**config.mk**
```make
export PLATFORM = sky130hd
export DESIGN_NAME = bus_reply
export DESIGN_NICKNAME = d
export VERILOG_FILES = /design/src/source/elwro_bus_pkg.sv /design/src/source/bus_reply.sv
export VERILOG_INCLUDE_DIRS = /design/src /design/src/source
export SDC_FILE = /design/constraint.sdc
export NUM_CORES = 1
export LEC_CHECK = 0
export ABC_CLOCK_PERIOD_IN_PS = 2600
export BUFFER_PORTS_ARGS = -buffer_cell sky130_fd_sc_hd__buf_2
export CAP_MARGIN = 20
export CORE_ASPECT_RATIO = 1.2
export CORE_MARGIN = 3
export CORE_UTILIZATION = 30
export DETAILED_ROUTE_END_ITERATION = 7
export GPL_TIMING_DRIVEN = 0
export HOLD_SLACK_MARGIN = 0.15
export PLACE_DENSITY_LB_ADDON = 0.15
export SYNTH_ARGS = -nofsm -noshare
export SYNTH_HDL_FRONTEND = slang
export SYNTH_SLANG_ARGS = --single-unit
export TNS_END_PERCENT = 5
```
**constraint.sdc**
```tcl
create_clock -name clk -period 2.6 [get_ports clk]
set_input_delay 0.39 -clock clk [delete_from_list [all_inputs] [get_ports clk]]
set_output_delay 0.39 -clock clk [all_outputs]
set_load 0.01 [all_outputs]
```
**src/source/mera_consts.svh**
```systemverilog
`ifndef MERA_CONSTS_SVH
`define MERA_CONSTS_SVH

// --------------------------------------------------
// system bus population
// --------------------------------------------------

// memory modules hanging on the bus
`define N_MODULES 4

// storage frames held by one module
`define MODULE_FRAMES 2

// words per frame, fixed by the 12-bit offset
`define FRAME_WORDS 4096

// cycles to wait for an answer before the alarm
`define BUS_TIMEOUT 16

// --------------------------------------------------
// AXI4-Lite side
// --------------------------------------------------

`define AXIL_AW 32
`define AXIL_DW 32

`endif

```
**src/source/elwro_bus_pkg.sv**
```systemverilog
package elwro_bus_pkg;

	// --------------------------------------------------
	// address word, two views of the same 16 bits
	// --------------------------------------------------

	// memory cycle: page and offset inside segment nb
	typedef struct packed {
		logic [3:0]  page;
		logic [11:0] offset;
	} mem_addr_s;

	// configuration cycle: which module and frame to touch
	typedef struct packed {
		logic [3:0] module_num;
		logic [3:0] frame_num;
		logic       unmap;
		logic [6:0] reserved;
	} cfg_cmd_s;

	// decoded by the io flag of the cycle
	typedef union packed {
		mem_addr_s mem;
		cfg_cmd_s  cfg;
	} bus_addr_u;

	// --------------------------------------------------
	// bus cycle and answer
	// --------------------------------------------------

	// one cycle, strobe high for a single clock
	typedef struct packed {
		logic      strobe;
		logic      w;
		logic      r;
		logic      io;
		logic [3:0] nb;
		bus_addr_u ad;
		logic [15:0] dt;
	} bus_req_s;

	// answer of one module, dt is zero unless it returns read data
	typedef struct packed {
		logic        ok;
		logic [15:0] dt;
	} bus_rsp_s;

	// data word of a configuration write
	typedef struct packed {
		logic [3:0] segment;
		logic [3:0] page;
		logic [7:0] reserved;
	} cfg_data_s;

endpackage

```
**src/source/bus_reply.sv**
```systemverilog
`timescale 1ns/1ps
`include "mera_consts.svh"

module bus_reply (
	input  logic                    clk,
	input  logic                    rst,
	input  logic                    strobe,
	input  elwro_bus_pkg::bus_rsp_s rsp_all [`N_MODULES],
	output logic                    done,
	output logic                    ok,
	output logic [15:0]             dt
);

	localparam int CNT_W = $clog2(`BUS_TIMEOUT + 1);

	logic [`N_MODULES-1:0] ok_vec;
	logic [15:0] dt_or;
	logic any_ok;
	logic conflict;
	logic timeout;
	logic wait_end;
	logic pending;
	// cycles since the strobe
	logic [CNT_W-1:0] wait_cnt;

	// --------------------------------------------------
	// merge
	// --------------------------------------------------

	// wired-or of all answers
	always_comb begin
		dt_or = '0;
		for (int i = 0; i < `N_MODULES; i++) begin
			ok_vec[i] = rsp_all[i].ok;
			dt_or = dt_or | rsp_all[i].dt;
		end
	end

	assign any_ok = |ok_vec;
	// more than one bit set
	assign conflict = |(ok_vec & (ok_vec - 1'b1));
	assign timeout = (wait_cnt == CNT_W'(`BUS_TIMEOUT));
	assign wait_end = pending & (any_ok | timeout);

	// --------------------------------------------------
	// wait and alarm
	// --------------------------------------------------

	always_ff @(posedge clk) begin
		if (rst) begin
			pending <= 1'b0;
			wait_cnt <= '0;
			done <= 1'b0;
		end else begin
			done <= wait_end;
			if (strobe) begin
				pending <= 1'b1;
				wait_cnt <= CNT_W'(1);
			end else if (wait_end) begin
				pending <= 1'b0;
				wait_cnt <= '0;
			end else if (pending) begin
				wait_cnt <= wait_cnt + 1'b1;
			end
		end
	end

	// a clash counts as no answer, data dropped
	always_ff @(posedge clk) begin
		if (wait_end) begin
			ok <= any_ok & ~conflict;
			dt <= conflict ? '0 : dt_or;
		end
	end

endmodule

```
Yosys cells after proc, flatten, opt, wreduce, memory -nomap -nowiden. Index checks and enable logic that the tools add are counted.

Register bits after elaboration: 24. Bits of input ports: 71. Output and inout bits: 18. Word-level logic and storage cells: 27.

Add/sub/neg operators: 2. Equal/unequal tests: 1. Multiplexer cells: 5. Bitwise operators: 8. Reduce and logical (&&, ||, !) cells: 5.

Operators with widths (number): 16-bit OR (3); 4-bit OR reduction (2); 5-bit by 1-bit adder with 5-bit output (second input constant) (1); 5-bit == test (second input constant) (1); 1-bit two-way mux (5); 4-bit bitwise AND (1); 4-bit by 1-bit subtractor with 4-bit output (second input constant) (1); 3-bit nonzero test (1); 3-bit OR reduction (1); 1-bit bitwise AND (2); 2-bit nonzero test (1); 1-bit inverter (1); 1-bit OR (1).

Depth between registers and ports, before layout.
Depth after elaboration: 5. Mapped depth: 5. Depth with buffers taken out: 5.

Worst setup path after synthesis. Ideal clock, no wire load.

Path type: reg-to-reg. From: register wait_cnt[0]. To: register dt[0], enable pin. Library setup time: 0.400 ns. Arrival: 1.607 ns. Required time: 2.200 ns. Setup slack: 0.593 ns. Cell stages (with the launch flop): 5. Buffers on the path: 0. Period minus slack after synthesis: 2.007 ns. Cell sequence: dfxtp_1 -> inv_1 -> ha_1 -> nand4bb_1 -> a21boi_1.

Word-level cells in the longest chain between the ends: 3.

RTL lines: start, declared (RTL line bus_reply.sv:24) `logic [CNT_W-1:0] wait_cnt;`; start signal, assigned (RTL line bus_reply.sv:63) `wait_cnt <= wait_cnt + 1'b1;`; 5-bit == test (RTL line bus_reply.sv:42) `` assign timeout = (wait_cnt == CNT_W'(`BUS_TIMEOUT)); ``; 1-bit OR (RTL line bus_reply.sv:43) `assign wait_end = pending & (any_ok | timeout);`; 1-bit bitwise AND (RTL line bus_reply.sv:43); net wait_end (RTL line bus_reply.sv:21) `logic wait_end;`; end signal, assigned (RTL line bus_reply.sv:72) `dt <= conflict ? '0 : dt_or;`; end, declared (RTL line bus_reply.sv:11) `output logic [15:0] dt`.

The timed path passes the listed nets, and every way through them passes these cells. A chain may end at the register's enable or synchronous reset.

Worst setup path after layout.
From: register wait_cnt[0]. To: register dt[3], enable pin.

The elaborated chain is that of the path after synthesis.

==> results_dict.tcl <==
set metrics [dict create \
    gp_congestion 0.7487 \
    synth_area_mm2 0.001049 \
    worstPathRequired_ps 2630 \
    fin_crit_ps 1506 \
    final_area_mm2 0.001579 \
    layout.nets 256 \
    post_cts_resized 0 \
    antenna_found_initial 0 \
    setup_ws_ps 1094 \
    insertion_delay_ps 300 \
    hold_path.class "in -> reg" \
    drcViolationCount 0 \
    crit_chain "inv_1, ha_1, nand4bb_1, a21boi_2, buf_8" \
    reg2reg_depth 5 \
    r2r_start "wait_cnt[0]$_SDFFE_PP0P_" \
    slowest_stage "dfxtp_1" \
    max_slew_margin_pct 71.95 \
    syn_inst 89 \
    placed_area_mm2 0.001553 \
    io_buffers 88 \
    ys_ff_latch 24 \
    vias 1057 \
    avgSynthCellArea_um2 11.78 \
    grt_pass1_wl_mm 4.257 \
    rr_endpoint "dt[3]$_SDFFCE_PP0P_" \
    vias_per_cell 4.849 \
    power_density_mw_per_mm2 461.5 \
    synth_area_leader_cell "edfxtp_1" \
    synth_area_leaders "edfxtp_1, dfxtp_1, nor4_1" \
    finalClockSkew_ps 4.913 \
    post_cts_buffers 0 \
    finalCritPeriodShare_pct 57.94 \
    max_freq_mhz 663.8 \
    p_int_mw 0.5575 \
    grt_usage_pct 13.03 \
    dr_wl_met3_um 235 \
    yosys_warnings 0 \
    synth_ff_type "edfxtp_1" \
    clockPowerShare_pct 22.3 \
    cts_buffers 3 \
    worst-setup-path-type "reg -> reg" \
    rrSetupSlack_ps 1090 \
    cap_viol_max_count 0 \
    num_antenna_cells 0 \
    tns_ps 0 \
    cts_sinks 24 \
    status "completed" \
    synth_edf_count 17 \
    setup.worst_path.start_class "flip-flop" \
    seq_area_frac_synth_pct 62.05 \
    worst_pin_slew_ps 417.3 \
    first_pass_iters 4 \
    min_to "wait_cnt[4]$_SDFFE_PP0P_" \
    grt_overflow 0 \
    synth_top_area_share_pct 48.69 \
    io_pins 89 \
    rows 22 \
    wirelength_mm 2.853 \
    whs_ps 286.3 \
    initial_core_util_pct 32.84 \
    leakage_nw 0.7089 \
    hp-start "strobe" \
    p_sw_mw 0.1713 \
    dieArea_mm2 0.004243 \
    die_h_um 70.76 \
    ant_nets 0 \
    first_global_vias 1031 \
    synth.net_count 162 \
    worstHoldPathCells 2 \
    synthArstFlopShare_pct 0 \
    place_ws_ps 954.9 \
    pwr-share-comb_pct 17.5 \
    cts_max_path_buffers 2 \
    hold_viol 0 \
    drt-met1-wl_um 966 \
    wl_met2_mm 1.631 \
    wl_per_cell_um 13.09 \
    path_clk_slew_ps 130 \
    dp_hpwl_mm 2.384 \
    grt_max_degree 19 \
    cts_root_buffer "clkbuf_4" \
    crit_fanout 18 \
    arrival_ps 1530 \
    cts_tree "built" \
    initialDrtViolationCount 16 \
    ys_top_cells_by_count "nor2_1, nor4_1, edfxtp_1, dfxtp_1, inv_1" \
    pwr-share-seq_pct 60.2 \
    synth_cell_types 25 \
    drive_above_1_share_pct 52.75 \
    coreArea_mm2 0.003193 \
    vdd_drop_max_uv 213.4 \
    slowest_delay_ps 360 \
    fillers 303 \
    top_layer "met4" \
    swShare_pct 23.50 \
    die_w_um 59.97 \
    setup_viol 0 \
    syn2layout_area_growth_pct 50.60 \
    rsz0062_at_grt "false" \
    ctsHoldBuffers 0 \
    htree_levels 1 \
    critPathCaptureType "flip-flop" \
    slew_viol_final 0 \
]
==> final cells by class <==
class                           count  area, µm²  share of cell area [%]
Timing Repair Buffer               89      455.4                   28.84
Clock buffer                        3      22.52                   1.426
Sequential cell                    24      650.6                   41.20
Multi-Input combinational cell     60      367.9                   23.30
Buffer                              2      22.52                   1.426
Clock inverter                      1      3.754                  0.2377
Tap cell                           36      45.04                   2.853
Inverter                            3      11.26                  0.7132
==> worst max-delay path by stage <==
| stage | end | depth (start not counted) | from |
|---|---|---|---|
| 2_1_floorplan | dt[0]$_SDFFCE_PP0P_ | 4 | wait_cnt[0]$_SDFFE_PP0P_ |
| 3_3_place_gp | dt[8]$_SDFFCE_PP0P_ | 4 | wait_cnt[0]$_SDFFE_PP0P_ |
| 6_report | dt[3]$_SDFFCE_PP0P_ | 5 | wait_cnt[0]$_SDFFE_PP0P_ |
| 3_5_place_dp | wait_cnt[3]$_SDFFE_PP0P_ | 5 | rsp_all[16] |
| 5_1_grt | dt[2]$_SDFFCE_PP0P_ | 5 | wait_cnt[0]$_SDFFE_PP0P_ |
| 4_1_cts | dt[2]$_SDFFCE_PP0P_ | 5 | wait_cnt[0]$_SDFFE_PP0P_ |
==> cell usage in the layout (no fill, tap or decap), types with 2 or more instances in the layout <==
| cell | synthesis | layout |
|---|---|---|
| nand3b_1 | 2 | 2 |
| nor4_1 | 18 | 18 |
| edfxtp_1 | 17 | 17 |
| buf_2 | 0 | 88 |
| ha_1 | 2 | 2 |
| xor2_1 | 2 | 2 |
| nor2_1 | 18 | 18 |
| dfxtp_1 | 7 | 7 |
| buf_6 | 2 | 2 |
| inv_1 | 3 | 3 |
| nand2_1 | 2 | 2 |
| clkbuf_4 | 0 | 3 |
| nand4_1 | 2 | 2 |
==> sequential cells by signal, indices dropped and copies added, names as in the netlist <==
register,cells
wait_cnt,5
ok,1
dt,16
pending,1
done,1
==> through the flow <==
stage	util (%)	total power, mW	std cells
2_1_floorplan	-	0.4947	89
3_3_place_gp	48.04	0.5699	213
3_5_place_dp	48.63	0.5779	214
4_1_cts	49.45	0.7446	218
5_1_grt	49.45	0.7773	218
6_report	49.45	0.7287	218
==> power groups by stage <==
stage	combinational, mW	clock [mW]	sequential, mW
4_1_cts	0.131	0.175	0.439
3_5_place_dp	0.130	0	0.448
5_1_grt	0.141	0.195	0.441
6_report	0.128	0.162	0.439
2_1_floorplan	0.0381	0	0.457
3_3_place_gp	0.122	0	0.448
==> metal layers <==
metal / vias to the layer above / GRT usage [%]
met5: - / 0
met4: 0 / 4.433
met3: 2 / 2.372
met2: 37 / 25.84
met1: 490 / 12.67
li1: 528 / -
==> worst max-delay path, delay by kind of cell, from the launching register on <==
family          cells  cell delay, ps
compound gates      1             270
simple gates        1             140
buf+inv             2             300
fa+ha+maj           1             150
flops               1             360
==> cell families after synthesis <==
| family | synth area share (%) |
|---|---|
| AO/OA/AOI/OAI | 4.654 |
| XOR/XNOR | 1.671 |
| adder cells (fa/ha/maj) | 3.341 |
| buffers and inverters | 3.222 |
| flip-flops | 62.05 |
| AND/OR/NAND/NOR | 25.06 |
(Power assumes the default switching activity.)
