<file path="config.mk">
export PLATFORM = sky130hd
export DESIGN_NAME = bus_master
export DESIGN_NICKNAME = d
export VERILOG_FILES = /design/src/source/elwro_bus_pkg.sv /design/src/source/axil_pkg.sv /design/src/source/bus_master.sv
export VERILOG_INCLUDE_DIRS = /design/src /design/src/source
export SDC_FILE = /design/constraint.sdc
export NUM_CORES = 1
export LEC_CHECK = 0
export BUFFER_PORTS_ARGS = -buffer_cell sky130_fd_sc_hd__buf_2
export CORE_UTILIZATION = 35
export CTS_CLUSTER_SIZE = 10
export DETAILED_ROUTE_END_ITERATION = 8
export PLACE_DENSITY = 0.76
export SETUP_SLACK_MARGIN = 0.4
export SKIP_LAST_GASP = 1
export SLEW_MARGIN = 5
export SYNTH_ARGS = -nofsm -noshare
export SYNTH_HDL_FRONTEND = slang
export SYNTH_SLANG_ARGS = --single-unit
</file>
<file path="constraint.sdc">
create_clock -name clk -period 2.9 [get_ports clk]
set_clock_uncertainty 0.2 [all_clocks]
set_input_delay 0.29 -clock clk [delete_from_list [all_inputs] [get_ports clk]]
set_output_delay 0.29 -clock clk [all_outputs]
set_load 0.01 [all_outputs]
</file>
<file path="src/source/mera_consts.svh">
`ifndef MERA_CONSTS_SVH
`define MERA_CONSTS_SVH

// --------------------------------------------------
// system bus population
// --------------------------------------------------

// memory modules hanging on the bus
`define N_MODULES 4

// storage frames held by one module
`define MODULE_FRAMES 2

// words per frame, fixed by the 12-bit offset
`define FRAME_WORDS 4096

// cycles to wait for an answer before the alarm
`define BUS_TIMEOUT 16

// --------------------------------------------------
// AXI4-Lite side
// --------------------------------------------------

`define AXIL_AW 32
`define AXIL_DW 32

`endif

</file>
<file path="src/source/elwro_bus_pkg.sv">
package elwro_bus_pkg;

	// --------------------------------------------------
	// address word, two views of the same 16 bits
	// --------------------------------------------------

	// memory cycle: page and offset inside segment nb
	typedef struct packed {
		logic [3:0]  page;
		logic [11:0] offset;
	} mem_addr_s;

	// configuration cycle: which module and frame to touch
	typedef struct packed {
		logic [3:0] module_num;
		logic [3:0] frame_num;
		logic       unmap;
		logic [6:0] reserved;
	} cfg_cmd_s;

	// decoded by the io flag of the cycle
	typedef union packed {
		mem_addr_s mem;
		cfg_cmd_s  cfg;
	} bus_addr_u;

	// --------------------------------------------------
	// bus cycle and answer
	// --------------------------------------------------

	// one cycle, strobe high for a single clock
	typedef struct packed {
		logic      strobe;
		logic      w;
		logic      r;
		logic      io;
		logic [3:0] nb;
		bus_addr_u ad;
		logic [15:0] dt;
	} bus_req_s;

	// answer of one module, dt is zero unless it returns read data
	typedef struct packed {
		logic        ok;
		logic [15:0] dt;
	} bus_rsp_s;

	// data word of a configuration write
	typedef struct packed {
		logic [3:0] segment;
		logic [3:0] page;
		logic [7:0] reserved;
	} cfg_data_s;

endpackage

</file>
<file path="src/source/axil_pkg.sv">
`include "mera_consts.svh"

package axil_pkg;

	// only the two codes this slave ever returns
	typedef enum logic [1:0] {
		OKAY   = 2'b00,
		SLVERR = 2'b10
	} axil_resp_e;

	// master to slave
	typedef struct packed {
		logic [`AXIL_AW-1:0]   awaddr;
		logic                  awvalid;
		logic [`AXIL_DW-1:0]   wdata;
		logic [`AXIL_DW/8-1:0] wstrb;
		logic                  wvalid;
		logic                  bready;
		logic [`AXIL_AW-1:0]   araddr;
		logic                  arvalid;
		logic                  rready;
	} axil_req_s;

	// slave to master
	typedef struct packed {
		logic                awready;
		logic                wready;
		axil_resp_e          bresp;
		logic                bvalid;
		logic                arready;
		logic [`AXIL_DW-1:0] rdata;
		axil_resp_e          rresp;
		logic                rvalid;
	} axil_rsp_s;

endpackage

</file>
<file path="src/source/bus_master.sv">
`timescale 1ns/1ps
`include "mera_consts.svh"

module bus_master (
	input  logic                     clk,
	input  logic                     rst,
	input  axil_pkg::axil_req_s      axil_in,
	output axil_pkg::axil_rsp_s      axil_out,
	output elwro_bus_pkg::bus_req_s  req,
	input  logic                     rsp_done,
	input  logic                     rsp_ok,
	input  logic [15:0]              rsp_dt
);

	import axil_pkg::*;
	import elwro_bus_pkg::*;

	// init only keeps the ready outputs low through reset
	typedef enum logic [1:0] {
		S_INIT,
		S_IDLE,
		S_WAIT,
		S_RESP
	} state_e;

	state_e state;
	logic wr_acc;
	logic rd_acc;
	logic [`AXIL_AW-1:0] acc_addr;
	// captured bus cycle
	logic strobe_q;
	logic is_wr_q;
	logic io_q;
	logic [3:0] nb_q;
	bus_addr_u ad_q;
	logic [15:0] dt_q;
	// held answer for back-pressure
	logic resp_ok_q;
	logic [15:0] resp_dt_q;
	logic resp_ok;
	logic [15:0] resp_dt;
	logic resp_valid;
	logic resp_taken;

	// --------------------------------------------------
	// accept
	// --------------------------------------------------

	// write needs both channels, and beats a read
	assign wr_acc = (state == S_IDLE) & axil_in.awvalid & axil_in.wvalid;
	assign rd_acc = (state == S_IDLE) & axil_in.arvalid & ~wr_acc;
	assign acc_addr = wr_acc ? axil_in.awaddr : axil_in.araddr;

	assign axil_out.awready = wr_acc;
	assign axil_out.wready = wr_acc;
	assign axil_out.arready = (state == S_IDLE) & ~(axil_in.awvalid & axil_in.wvalid);

	// byte address: io at 22, nb at 21..18, word at 17..2
	always_ff @(posedge clk) begin
		if (wr_acc | rd_acc) begin
			is_wr_q <= wr_acc;
			io_q <= acc_addr[22];
			nb_q <= acc_addr[21:18];
			ad_q <= bus_addr_u'(acc_addr[17:2]);
			dt_q <= axil_in.wdata[15:0];
		end
	end

	assign req = '{
		strobe: strobe_q,
		w: is_wr_q,
		r: ~is_wr_q,
		io: io_q,
		nb: nb_q,
		ad: ad_q,
		dt: dt_q
	};

	// --------------------------------------------------
	// control
	// --------------------------------------------------

	always_ff @(posedge clk) begin
		if (rst) begin
			state <= S_INIT;
			strobe_q <= 1'b0;
		end else begin
			// one clock of strobe per accepted access
			strobe_q <= wr_acc | rd_acc;
			case (state)
				S_INIT: state <= S_IDLE;
				S_IDLE: if (wr_acc | rd_acc) state <= S_WAIT;
				// answer may be taken in the same cycle it shows up
				S_WAIT: if (rsp_done) state <= resp_taken ? S_IDLE : S_RESP;
				S_RESP: if (resp_taken) state <= S_IDLE;
				default: state <= S_INIT;
			endcase
		end
	end

	always_ff @(posedge clk) begin
		if ((state == S_WAIT) & rsp_done) begin
			resp_ok_q <= rsp_ok;
			resp_dt_q <= rsp_dt;
		end
	end

	// --------------------------------------------------
	// response
	// --------------------------------------------------

	// first cycle comes straight from the collector, then from the hold regs
	assign resp_valid = ((state == S_WAIT) & rsp_done) | (state == S_RESP);
	assign resp_ok = (state == S_RESP) ? resp_ok_q : rsp_ok;
	assign resp_dt = (state == S_RESP) ? resp_dt_q : rsp_dt;
	assign resp_taken = is_wr_q ? axil_in.bready : axil_in.rready;

	assign axil_out.bvalid = resp_valid & is_wr_q;
	assign axil_out.bresp = resp_ok ? OKAY : SLVERR;
	assign axil_out.rvalid = resp_valid & ~is_wr_q;
	assign axil_out.rresp = resp_ok ? OKAY : SLVERR;
	// zero-extended bus word
	assign axil_out.rdata = {{(`AXIL_DW - 16){1'b0}}, resp_dt};

endmodule

</file>
### After elaboration in Yosys (flattened, before gate mapping)

Index checks and enable logic that the tools add are counted.

* output and inout bits: 81
* register bits after elaboration: 58

* reductions and logical operators: 2
* muxes and demuxes: 10
* bitwise gates (word level): 14
* eq/ne operators: 6

Operator list (count)
* 2-to-1 mux 23 bit: 1
* 2-to-1 mux 16 bit: 1
* 2-to-1 mux 2 bit: 5
* AND 1 bit: 9
* case mux 2 bit (4 select lines): 1
* == test 2 bit, second input constant: 2
* inequality test 2 bit, second input constant: 2
* NOT 1 bit: 3
* AND reduction 3 bit: 1
* == test 2 x 1 -> 1 bit, second input constant: 1
* logical NOT 2 bit: 1
* 2-to-1 mux 1 bit: 2
* inequality test 2 x 1 -> 1 bit, second input constant: 1
* OR 1 bit: 2

### Longest topological paths before layout

Gate-level depths: netlist of run 1.

* word-level depth: 8
* gate-level depth with buffers: 6

### Least setup slack after synthesis of run 1

Ideal clock, no wire load.

* kind: register to register
* start: reg state[0]
* end: reg ad_q[0] (netlist name) (enable)
* buffers on the path: 0
* cell stages (with the launch flop): 3
* data required time: 2.261 ns
* data arrival time: 2.340 ns
* slack: -0.078 ns
* clock period less this slack: 2.978 ns
* cells stage by stage: dfxtp_1 ha_1 nor2b_1

* word-level cells in the longest chain between the ends: 6
* elaborated cells between the ends (all ways): 7

Ends and longest elaborated chain
* start: declaration: RTL line bus_master.sv:26 `state_e state;`
* start signal: assignment: RTL line bus_master.sv:94 `S_WAIT: if (rsp_done) state <= resp_taken ? S_IDLE : S_RESP;`
* == test 2 x 1 -> 1 bit (*): RTL line bus_master.sv:50, bus_master.sv:51
* AND 1 bit (2 in series): RTL line bus_master.sv:50 `assign wr_acc = (state == S_IDLE) & axil_in.awvalid & axil_in.wvalid;`
* NOT 1 bit: RTL line bus_master.sv:51 `assign rd_acc = (state == S_IDLE) & axil_in.arvalid & ~wr_acc;`
* AND 1 bit: RTL line bus_master.sv:51
* OR 1 bit (*): RTL line bus_master.sv:60 `if (wr_acc | rd_acc) begin`
* end signal: assignment: RTL line bus_master.sv:64 `ad_q <= bus_addr_u'(acc_addr[17:2]);`
* end: declaration: RTL line bus_master.sv:35 `bus_addr_u ad_q;`

Every way passes the cells marked *; elsewhere a longest branch is shown, timed or not.
A chain may end at the register's enable or synchronous reset.

==> flow_metrics.tcl, run 1 <==
set metrics [dict create \
    outcome "finished clean" \
    crit_chain "ha_1, nand3_2, buf_4, inv_1, buf_2" \
    htree_levels 3 \
    synth_compound_area_frac 0.0189 \
    post-route-period-util 0.802 \
    first_pass_iters 5 \
    syn2layout_area_growth_pct 51.4 \
    crit_family "buffers and inverters" \
    yosysTopAreaCell "edfxtp_1" \
    wl_per_cell_um 12.8 \
    grt_max_degree 40 \
    synth_simple_gate_area_frac 0.0258 \
    ys_ff_latch 58 \
    insertion_delay_ns 0.33 \
    fin_tns_setup_ns 0 \
    maxCapViolations 0 \
    pre_cts_ws_ns 0.693 \
    num_io_pins 206 \
    antenna_found_initial 0 \
    critPathSlowestCell "dfxtp_1" \
    fp.coreArea_sq_mm 0.00687 \
    vias_per_cell 4.21 \
    synth_cell_types 21 \
    drive_gt1_frac 0.605 \
    maxSlewViolCount 0 \
    cts_root_buf "clkbuf_8" \
    slowest_delay_ns 0.39 \
    rows 30 \
    final_antenna_net_count 0 \
    start_util 0.366 \
    cts_buffer_depth 2 \
    drt_iter0_drc 57 \
    routed_wl_um 5550 \
    cp_max_fo 13 \
    r2r_start "state[0]" \
    track_usage 0.152 \
    ff2ff_path_depth 4 \
    hold_viol 0 \
    synthDominantCellAreaShare 0.656 \
    cts_buffers 9 \
    grt_pass1_wl_um 8400 \
    rsz0062_at_grt "no" \
    die_w_um 86.8 \
    critPathCapture "axil_out[39]" \
    dp_hpwl_um 3740 \
    grt_overflow_total 0 \
    grt_pass1_vias 1854 \
    drcViolationCount 0 \
    finalSetupViolCount 0 \
    finalCriticalPeriod_ns 2.32 \
    worst-path-buf-inv 3 \
    die-area_sq_mm 0.00754 \
    yosysWarnings 0 \
    synth-adder-area-share 0.0149 \
    reg2reg_slack_ns 0.90 \
    synth.avg_cell_area_sq_um 16.6 \
    finalPower_uw 2080 \
    fin_nets 462 \
    cts_tree "done" \
    synth_xor_area_frac 0 \
    worstPathArrival_ns 1.83 \
    via_count 1833 \
    yosysSeqAreaShare 0.680 \
    max_freq_mhz 430 \
    synth_top_family_by_area "multiplexers" \
    antennaDiodeCount 0 \
    cp.required_ns 2.41 \
    synth.area.top_cells "edfxtp_1 66%, mux2_2 17%, buf_4 7.2%" \
    cp-startpoint "state[0]" \
    synth_mux_area_frac 0.173 \
    die_h_um 86.8 \
    clock-sinks 58 \
    setup_ws_ns 0.575 \
    portBuffers 145 \
    start_kind "flip-flop" \
    power_density_mw_per_mm2 545 \
    crit_cells 5 \
    place.gp.congestion 0.728 \
    worst_r2r_endpoint "ad_q[15]" \
    hold_class "in -> reg" \
    netlist_area_sq_mm 0.00252 \
    power.ir.vdd_worst_mv 0.309 \
    syn_inst 152 \
    power.leakage_uw 0.00168 \
    critPathKind "reg -> out" \
    clkTransAtPathRegs_ns 0.07 \
    cp-end-kind "output port" \
]
cell type report:
class | instances | area, sq um
multi-input combinational | 79 | 669
sequential | 58 | 1710
clock inverter | 7 | 83.8
tap | 96 | 120
timing repair buffer | 182 | 1090
fill | 585 | 3060
clock buffer | 9 | 124
inverter | 4 | 15.0
stage by stage:
step / area (sq um) / hold WS (ns) / util / cells
after CTS: 3810 / 0.0261 / 0.555 / 435
after floorplan: 2580 / 0.159 / - / 169
after detailed placement: 3260 / 0.268 / 0.474 / 385
after global placement: 3260 / 0.268 / 0.474 / 385
after global routing: 3810 / 0.0439 / 0.555 / 435
final: 3810 / 0.0561 / 0.555 / 435
how the worst min path moves through the flow:
stage	from	to	slack (ns)	cells past startpoint
2_1_floorplan	rst	state[0]	0.16	1
3_3_place_gp	axil_in[43]	dt_q[3]	0.27	1
3_5_place_dp	axil_in[43]	dt_q[3]	0.27	1
4_1_cts	axil_in[77]	ad_q[2]	0.03	2
5_1_grt	axil_in[17]	ad_q[13]	0.04	2
6_report	axil_in[77]	ad_q[2]	0.06	2
power breakdown:
part / leakage, uW / switching (uW) / internal (uW) / total [uW]
Combinational: 0.00104 / 144 / 157 / 301
Clock: 0.000110 / 311 / 474 / 785
Sequential: 0.000532 / 14.1 / 978 / 992
synth_stat cells (all sizes together):
cell type / count
buf: 28
or3: 1
conb: 1
mux2: 37
nand3: 1
a21oi: 4
and2: 2
nor2b: 3
nor2: 3
a21boi: 1
mux2i: 2
a21o: 1
ha: 3
edfxtp: 55
or4: 1
o31ai: 1
o21ai: 1
dfxtp: 3
inv: 4
routing by layer:
metal  part of all wire  vias up  global-route usage
li1                   -      888                   -
met3              0.068        8              0.0533
met1               0.40      841               0.161
met2               0.52       96               0.269
met5                  0        -                   0
met4              0.017        0              0.0727
state kept, by name (all words and copies together) (netlist names):
register,count
strobe_q,1
resp_dt_q,16
is_wr_q,1
dt_q,16
ad_q,16
resp_ok_q,1
io_q,1
state,2
nb_q,4
cells in the final DEF, fill, tap and decap left out:
| cell type | n |
|---|---|
| buf_2 | 145 |
| edfxtp_1 | 55 |
| mux2_2 | 37 |
| dlygate4sd3_1 | 34 |
| conb_1 | 18 |
| clkbuf_8 | 9 |
| inv_1 | 4 |
| a21oi_1 | 4 |
| clkinv_2 | 4 |
| nor2_1 | 3 |
| buf_4 | 3 |
| dfxtp_1 | 3 |
| mux2i_1 | 2 |
| nor2b_1 | 2 |
| ha_1 | 2 |
| bufinv_16 | 2 |
| nand3_2 | 1 |
| nor2b_4 | 1 |
| and2_1 | 1 |
| a21boi_0 | 1 |
| and2_4 | 1 |
| a21o_1 | 1 |
| o21ai_0 | 1 |
| or4_1 | 1 |
| o31ai_1 | 1 |
| or3_2 | 1 |
| ha_2 | 1 |
| clkinv_1 | 1 |
kinds of logic after synthesis:
kind of cell,after synthesis
AND/OR/NAND/NOR,11
AO/OA/AOI/OAI,8
flip-flops,58
other,1
multiplexers,39
adder cells (fa/ha/maj),3
buffers and inverters,32
repair_timing:
item	CTS	global route
hold buffers	34	0
gates resized for setup	2	0
hold endpoints to repair	36	0
setup buffers	0	0
endpoints found under the setup margin	18	0
No activity file was read; power rests on OpenSTA's default activity.
==> inputs of run 2 (changes only) <==
CORE_UTILIZATION = 39   (was 35)
PLACE_DENSITY = 0.81   (was 0.76)
clock period = 2.4 ns   (was 2.9 ns; I/O delays follow)
==> run 2 against run 1 <==
  * Combinational power rose by 35%
  * Critical path depth down 1
  * Final area increased by 4.5%
  * Flip-flop and latch count is the same
  * Register-to-register slack lost 0.39 ns
  * Die area decreased by 10%
  * Setup slack got worse by 0.13 ns
  * First-iteration DRC count is 18% lower
  * Worst hold slack lost 0.043 ns
  * Core utilization up 10 points
  * Critical path type unchanged
  * Power is 19% higher
==> flow_metrics.tcl, run 2 (synthesized netlist as in run 1, its figures left out) <==
set metrics [dict create \
    critPathKind "reg -> out" \
    max_freq_mhz 512 \
    drt_iter0_drc 47 \
    final_cell_mix "145 x buf_2, 55 x edfxtp_1, 42 x dlygate4sd3_1" \
    whs_endpoint "ad_q[1]" \
    reg_top3 "ad_q: 16 flops, dt_q: 16 flops, resp_dt_q: 16 flops" \
    placed_cells 364 \
    crit_family "flip-flops" \
    finalCriticalPeriod_ns 1.95 \
    final_antenna_net_count 0 \
    maxSlewViolCount 0 \
    place.gp.congestion 0.705 \
    rows 28 \
    post-route-period-util 0.815 \
    grt_pass1_vias 1867 \
    fp.coreArea_sq_mm 0.00606 \
    grt_pass1_wl_um 8920 \
    worst-path-buf-inv 2 \
    crit_chain "ha_4, buf_6, mux2_2, buf_2" \
    syn2layout_area_growth_pct 58.2 \
    grt_overflow_total 0 \
    grt_max_degree 33 \
    drive_gt1_frac 0.610 \
    clock-sinks 58 \
    num_io_pins 206 \
    cts_buffer_depth 2 \
    rsz0062_at_grt "yes" \
    first_pass_iters 4 \
    fin_cells 426 \
    fin_nets 474 \
    power_density_mw_per_mm2 622 \
    start_kind "flip-flop" \
    antennaDiodeCount 0 \
    finalSetupViolCount 0 \
    power.leakage_uw 0.00175 \
    maxCapViolations 0 \
    final_area_sq_mm 0.00398 \
    final_common_cell "buf_2" \
    fin_tns_setup_ns 0 \
    holdPathStages 2 \
    placed_area_sq_mm 0.00324 \
    insertion_delay_ns 0.33 \
    die-area_sq_mm 0.00678 \
    drcViolationCount 0 \
    cts_buffers 9 \
    worst_r2r_endpoint "state[1]" \
    cp.required_ns 1.96 \
    hold_start "axil_in[76]" \
    htree_levels 3 \
    start_util 0.415 \
    wl_per_cell_um 15.0 \
    die_h_um 82.3 \
    track_usage 0.187 \
    cts_tree "done" \
    ff2ff_path_depth 6 \
    outcome "finished clean" \
    reg2reg_slack_ns 0.51 \
    clkTransAtPathRegs_ns 0.06 \
    hold_class "in -> reg" \
    via_count 1888 \
    cp_max_fo 9 \
    hold_viol 0 \
    worstPathArrival_ns 1.51 \
    antenna_found_initial 0 \
    critPathSlowestCell "dfxtp_4" \
    cts_root_buf "clkbuf_8" \
    routed_wl_um 6400 \
    power.ir.vdd_worst_mv 0.320 \
    dp_hpwl_um 4000 \
    die_w_um 82.3 \
    r2r_start "state[0]" \
    slowest_delay_ns 0.39 \
    portBuffers 145 \
    vias_per_cell 4.43 \
    cp-end-kind "output port" \
]
## run 2: final cells by class
| class | count | area [sq um] |
|---|---|---|
| timing repair buffer | 194 | 1260 |
| clock inverter | 7 | 70.1 |
| fill | 461 | 2080 |
| clock buffer | 9 | 124 |
| tap | 75 | 93.8 |
| sequential | 58 | 1720 |
| multi-input combinational | 79 | 704 |
| inverter | 4 | 15.0 |
## run 2: timing repair
action,CTS,global route
hold buffers,39,3
cloned,1,0
endpoints found under the setup margin,23,13
pin swaps,1,0
resized for setup,9,8
hold endpoints to repair,39,3
buffers inserted,3,0
## run 2: power by group
part | internal [uW] | switching (uW)
Combinational | 219 | 185
Clock | 475 | 396
Sequential | 1180 | 20.2
## run 2: metrics by stage
stage	total power (uW)	utilization	hold WS (ns)	setup slack (ns)
2_1_floorplan	1410	-	0.109	0.528
3_3_place_gp	1530	0.535	0.217	0.305
3_5_place_dp	1550	0.535	0.218	0.272
4_1_cts	2490	0.646	0.000495	0.429
5_1_grt	2590	0.657	0.00129	0.387
6_report	2480	0.657	0.0131	0.445
## run 2: worst max-delay path by stage
stage | startpoint | end | slack (ns) | cells after the start
final | state[0] | axil_out[15] | 0.45 | 4
after floorplan | state[0] | axil_out[38] | 0.53 | 5
after global routing | state[0] | axil_out[15] | 0.39 | 4
after CTS | state[0] | axil_out[8] | 0.43 | 4
after detailed placement | state[0] | axil_out[17] | 0.27 | 3
after global placement | state[0] | axil_out[17] | 0.30 | 3
## run 2: layer usage
layer,up-vias,track usage,share of wire
li1,910,-,-
met1,878,0.206,0.38
met2,93,0.329,0.53
met3,7,0.0451,0.076
met4,0,0.107,0.013
met5,-,0,0
==> inputs of run 3 (changes only) <==
CORE_UTILIZATION = 35   (was 39)
PLACE_DENSITY = 0.76   (was 0.81)
clock period = 1.7 ns   (was 2.4 ns; I/O delays follow)
==> run 3 against run 2 <==
  * The flow now finishes with violations (negative setup slack)
  * Final area grew 20%
  * Routed wire length grew 16%
  * Register-to-register slack lost 0.63 ns
  * Sequential power grew 41%
  * Setup slack lost 0.61 ns
  * Worst hold slack gained 0.15 ns
  * Power grew 55%
  * Core utilization grew 3.9 points
  * Critical endpoint is now axil_out[17]
==> flow_metrics.tcl, run 3 (synthesized netlist as in run 1, its figures left out) <==
set metrics [dict create \
    finalCriticalPeriod_ns 1.87 \
    placed_cells 393 \
    routed_wl_um 7450 \
    fp.coreArea_sq_mm 0.00687 \
    grt_pass1_vias 2268 \
    first_pass_iters 4 \
    fin_nets 526 \
    start_util 0.366 \
    syn2layout_area_growth_pct 89.9 \
    maxSlewViolCount 0 \
    power.leakage_uw 0.00213 \
    power_density_mw_per_mm2 802 \
    final_antenna_net_count 0 \
    fillers 484 \
    crit_chain "ha_4, buf_12, mux2_4, buf_2" \
    fin_tns_setup_ns -7.93 \
    final_cell_mix "142 x buf_2, 76 x dlygate4sd3_1, 55 x edfxtp_1" \
    critPathSlowestCell "dfxtp_4" \
    die_w_um 86.8 \
    fin_cells 499 \
    insertion_delay_ns 0.33 \
    critPathKind "reg -> out" \
    clock-sinks 58 \
    start_kind "flip-flop" \
    drt_iter0_drc 76 \
    hold_class "in -> reg" \
    place.gp.congestion 0.744 \
    reg_top3 "ad_q: 16 flops, dt_q: 16 flops, resp_dt_q: 16 flops" \
    worstPathArrival_ns 1.50 \
    antenna_found_initial 0 \
    drcViolationCount 0 \
    via_count 2197 \
    final_area_sq_mm 0.00478 \
    cts_root_buf "clkbuf_8" \
    sw_frac_of_total 0.233 \
    clkPwrFrac 0.356 \
    p_switching_uw 893 \
    finalPower_uw 3830 \
    antennaDiodeCount 0 \
    rows 30 \
    maxCapViolations 0 \
    slowest_delay_ns 0.38 \
    finalSetupViolCount 85 \
    drive_gt1_frac 0.603 \
    cts_tree "done" \
    placed_area_sq_mm 0.00347 \
    outcome "complete, but fails checks" \
    grt_overflow_total 0 \
    max_freq_mhz 536 \
    grt_max_degree 22 \
    whs_ns 0.164 \
    power_frac_seq 0.442 \
    setup_ws_ns -0.165 \
    num_io_pins 206 \
    clkTransAtPathRegs_ns 0.06 \
    hold_viol 0 \
    cp.required_ns 1.33 \
    post-route-period-util 1.10 \
    portBuffers 145 \
    violations "negative setup slack" \
    grt_pass1_wl_um 10800 \
    die_h_um 86.8 \
    p_int_uw 2940 \
    dp_hpwl_um 4100 \
    track_usage 0.195 \
    vias_per_cell 4.40 \
    cts_buffers 9 \
    die-area_sq_mm 0.00754 \
    cts_buffer_depth 2 \
    cp_max_fo 9 \
    wl_per_cell_um 14.9 \
    final_common_cell "buf_2" \
    htree_levels 3 \
    p_comb_frac 0.202 \
    rsz0062_at_grt "yes" \
    power.ir.vdd_worst_mv 0.630 \
    cp-end-kind "output port" \
]
==> run 3: cell count changes in the layout (fill, tap and decap cells not counted), moves of 3 or more <==
| cell | delta |
|---|---|
| dlygate4sd3_1 | +34 |
| mux2_2 | -26 |
| mux2_4 | +26 |
| buf_6 | +10 |
| buf_4 | +6 |
| buf_2 | -3 |
| inv_1 | -3 |
==> run 3: power groups by stage <==
| stage | registers [uW] | clock network, uW | logic [uW] |
|---|---|---|---|
| after floorplan | 1760 | 0 | 270 |
| after global placement | 1720 | 0 | 509 |
| after detailed placement | 1730 | 0 | 521 |
| after CTS | 1690 | 1390 | 714 |
| after global routing | 1700 | 1470 | 831 |
| final | 1690 | 1360 | 776 |
==> run 3: final cells by class <==
class / count / area (sq um) / share of cell area
Inverter: 4 / 22.5 / 0.00471
Clock buffer: 10 / 128 / 0.0267
Tap cell: 96 / 120 / 0.0251
Multi-Input combinational cell: 79 / 863 / 0.181
Clock inverter: 6 / 81.3 / 0.0170
Timing Repair Buffer: 246 / 1850 / 0.386
Sequential cell: 58 / 1720 / 0.360
==> run 3: worst max-delay path, delay by kind of cell, from the launching register on <==
kind,cells,cell delay [ns]
fa+ha+maj,1,0.19
buf+inv,2,0.29
flops,1,0.38
mux,1,0.30
==> run 3: path summary, 6_finish.rpt <==
kind                  from  cells after the start           end  slack [ns]
setup / recovery  state[1]                      4  axil_out[17]       -0.17
hold / removal    rsp_done                      3  resp_dt_q[3]        0.16
setup reg to reg  state[0]                      6      state[1]       -0.12
hold reg to reg   state[1]                      3      state[1]        0.49
==> run 3: what timing repair did <==
| action | 4_1_cts | 5_1_grt |
|---|---|---|
| pin swaps | 5 | 4 |
| endpoints found under the setup margin | 105 | 106 |
| hold buffers | 76 | 0 |
| cloned | 2 | 2 |
| endpoints found under the hold margin | 57 | 0 |
| setup buffers | 8 | 2 |
| resized for setup | 26 | 19 |
==> run 3: layer usage <==
metal,part of all wire,global-route usage,vias to the layer above
met1,0.36,0.192,1058
li1,-,-,1016
met5,0,0,-
met3,0.070,0.0600,9
met4,0.016,0.0939,0
met2,0.56,0.368,114
==> run 3: metrics by stage <==
stage | worst slack, ns | util
after floorplan | -0.0565 | -
after detailed placement | -0.0950 | 0.505
after CTS | -0.186 | 0.677
final | -0.165 | 0.696
after global placement | -0.0548 | 0.505
after global routing | -0.227 | 0.696
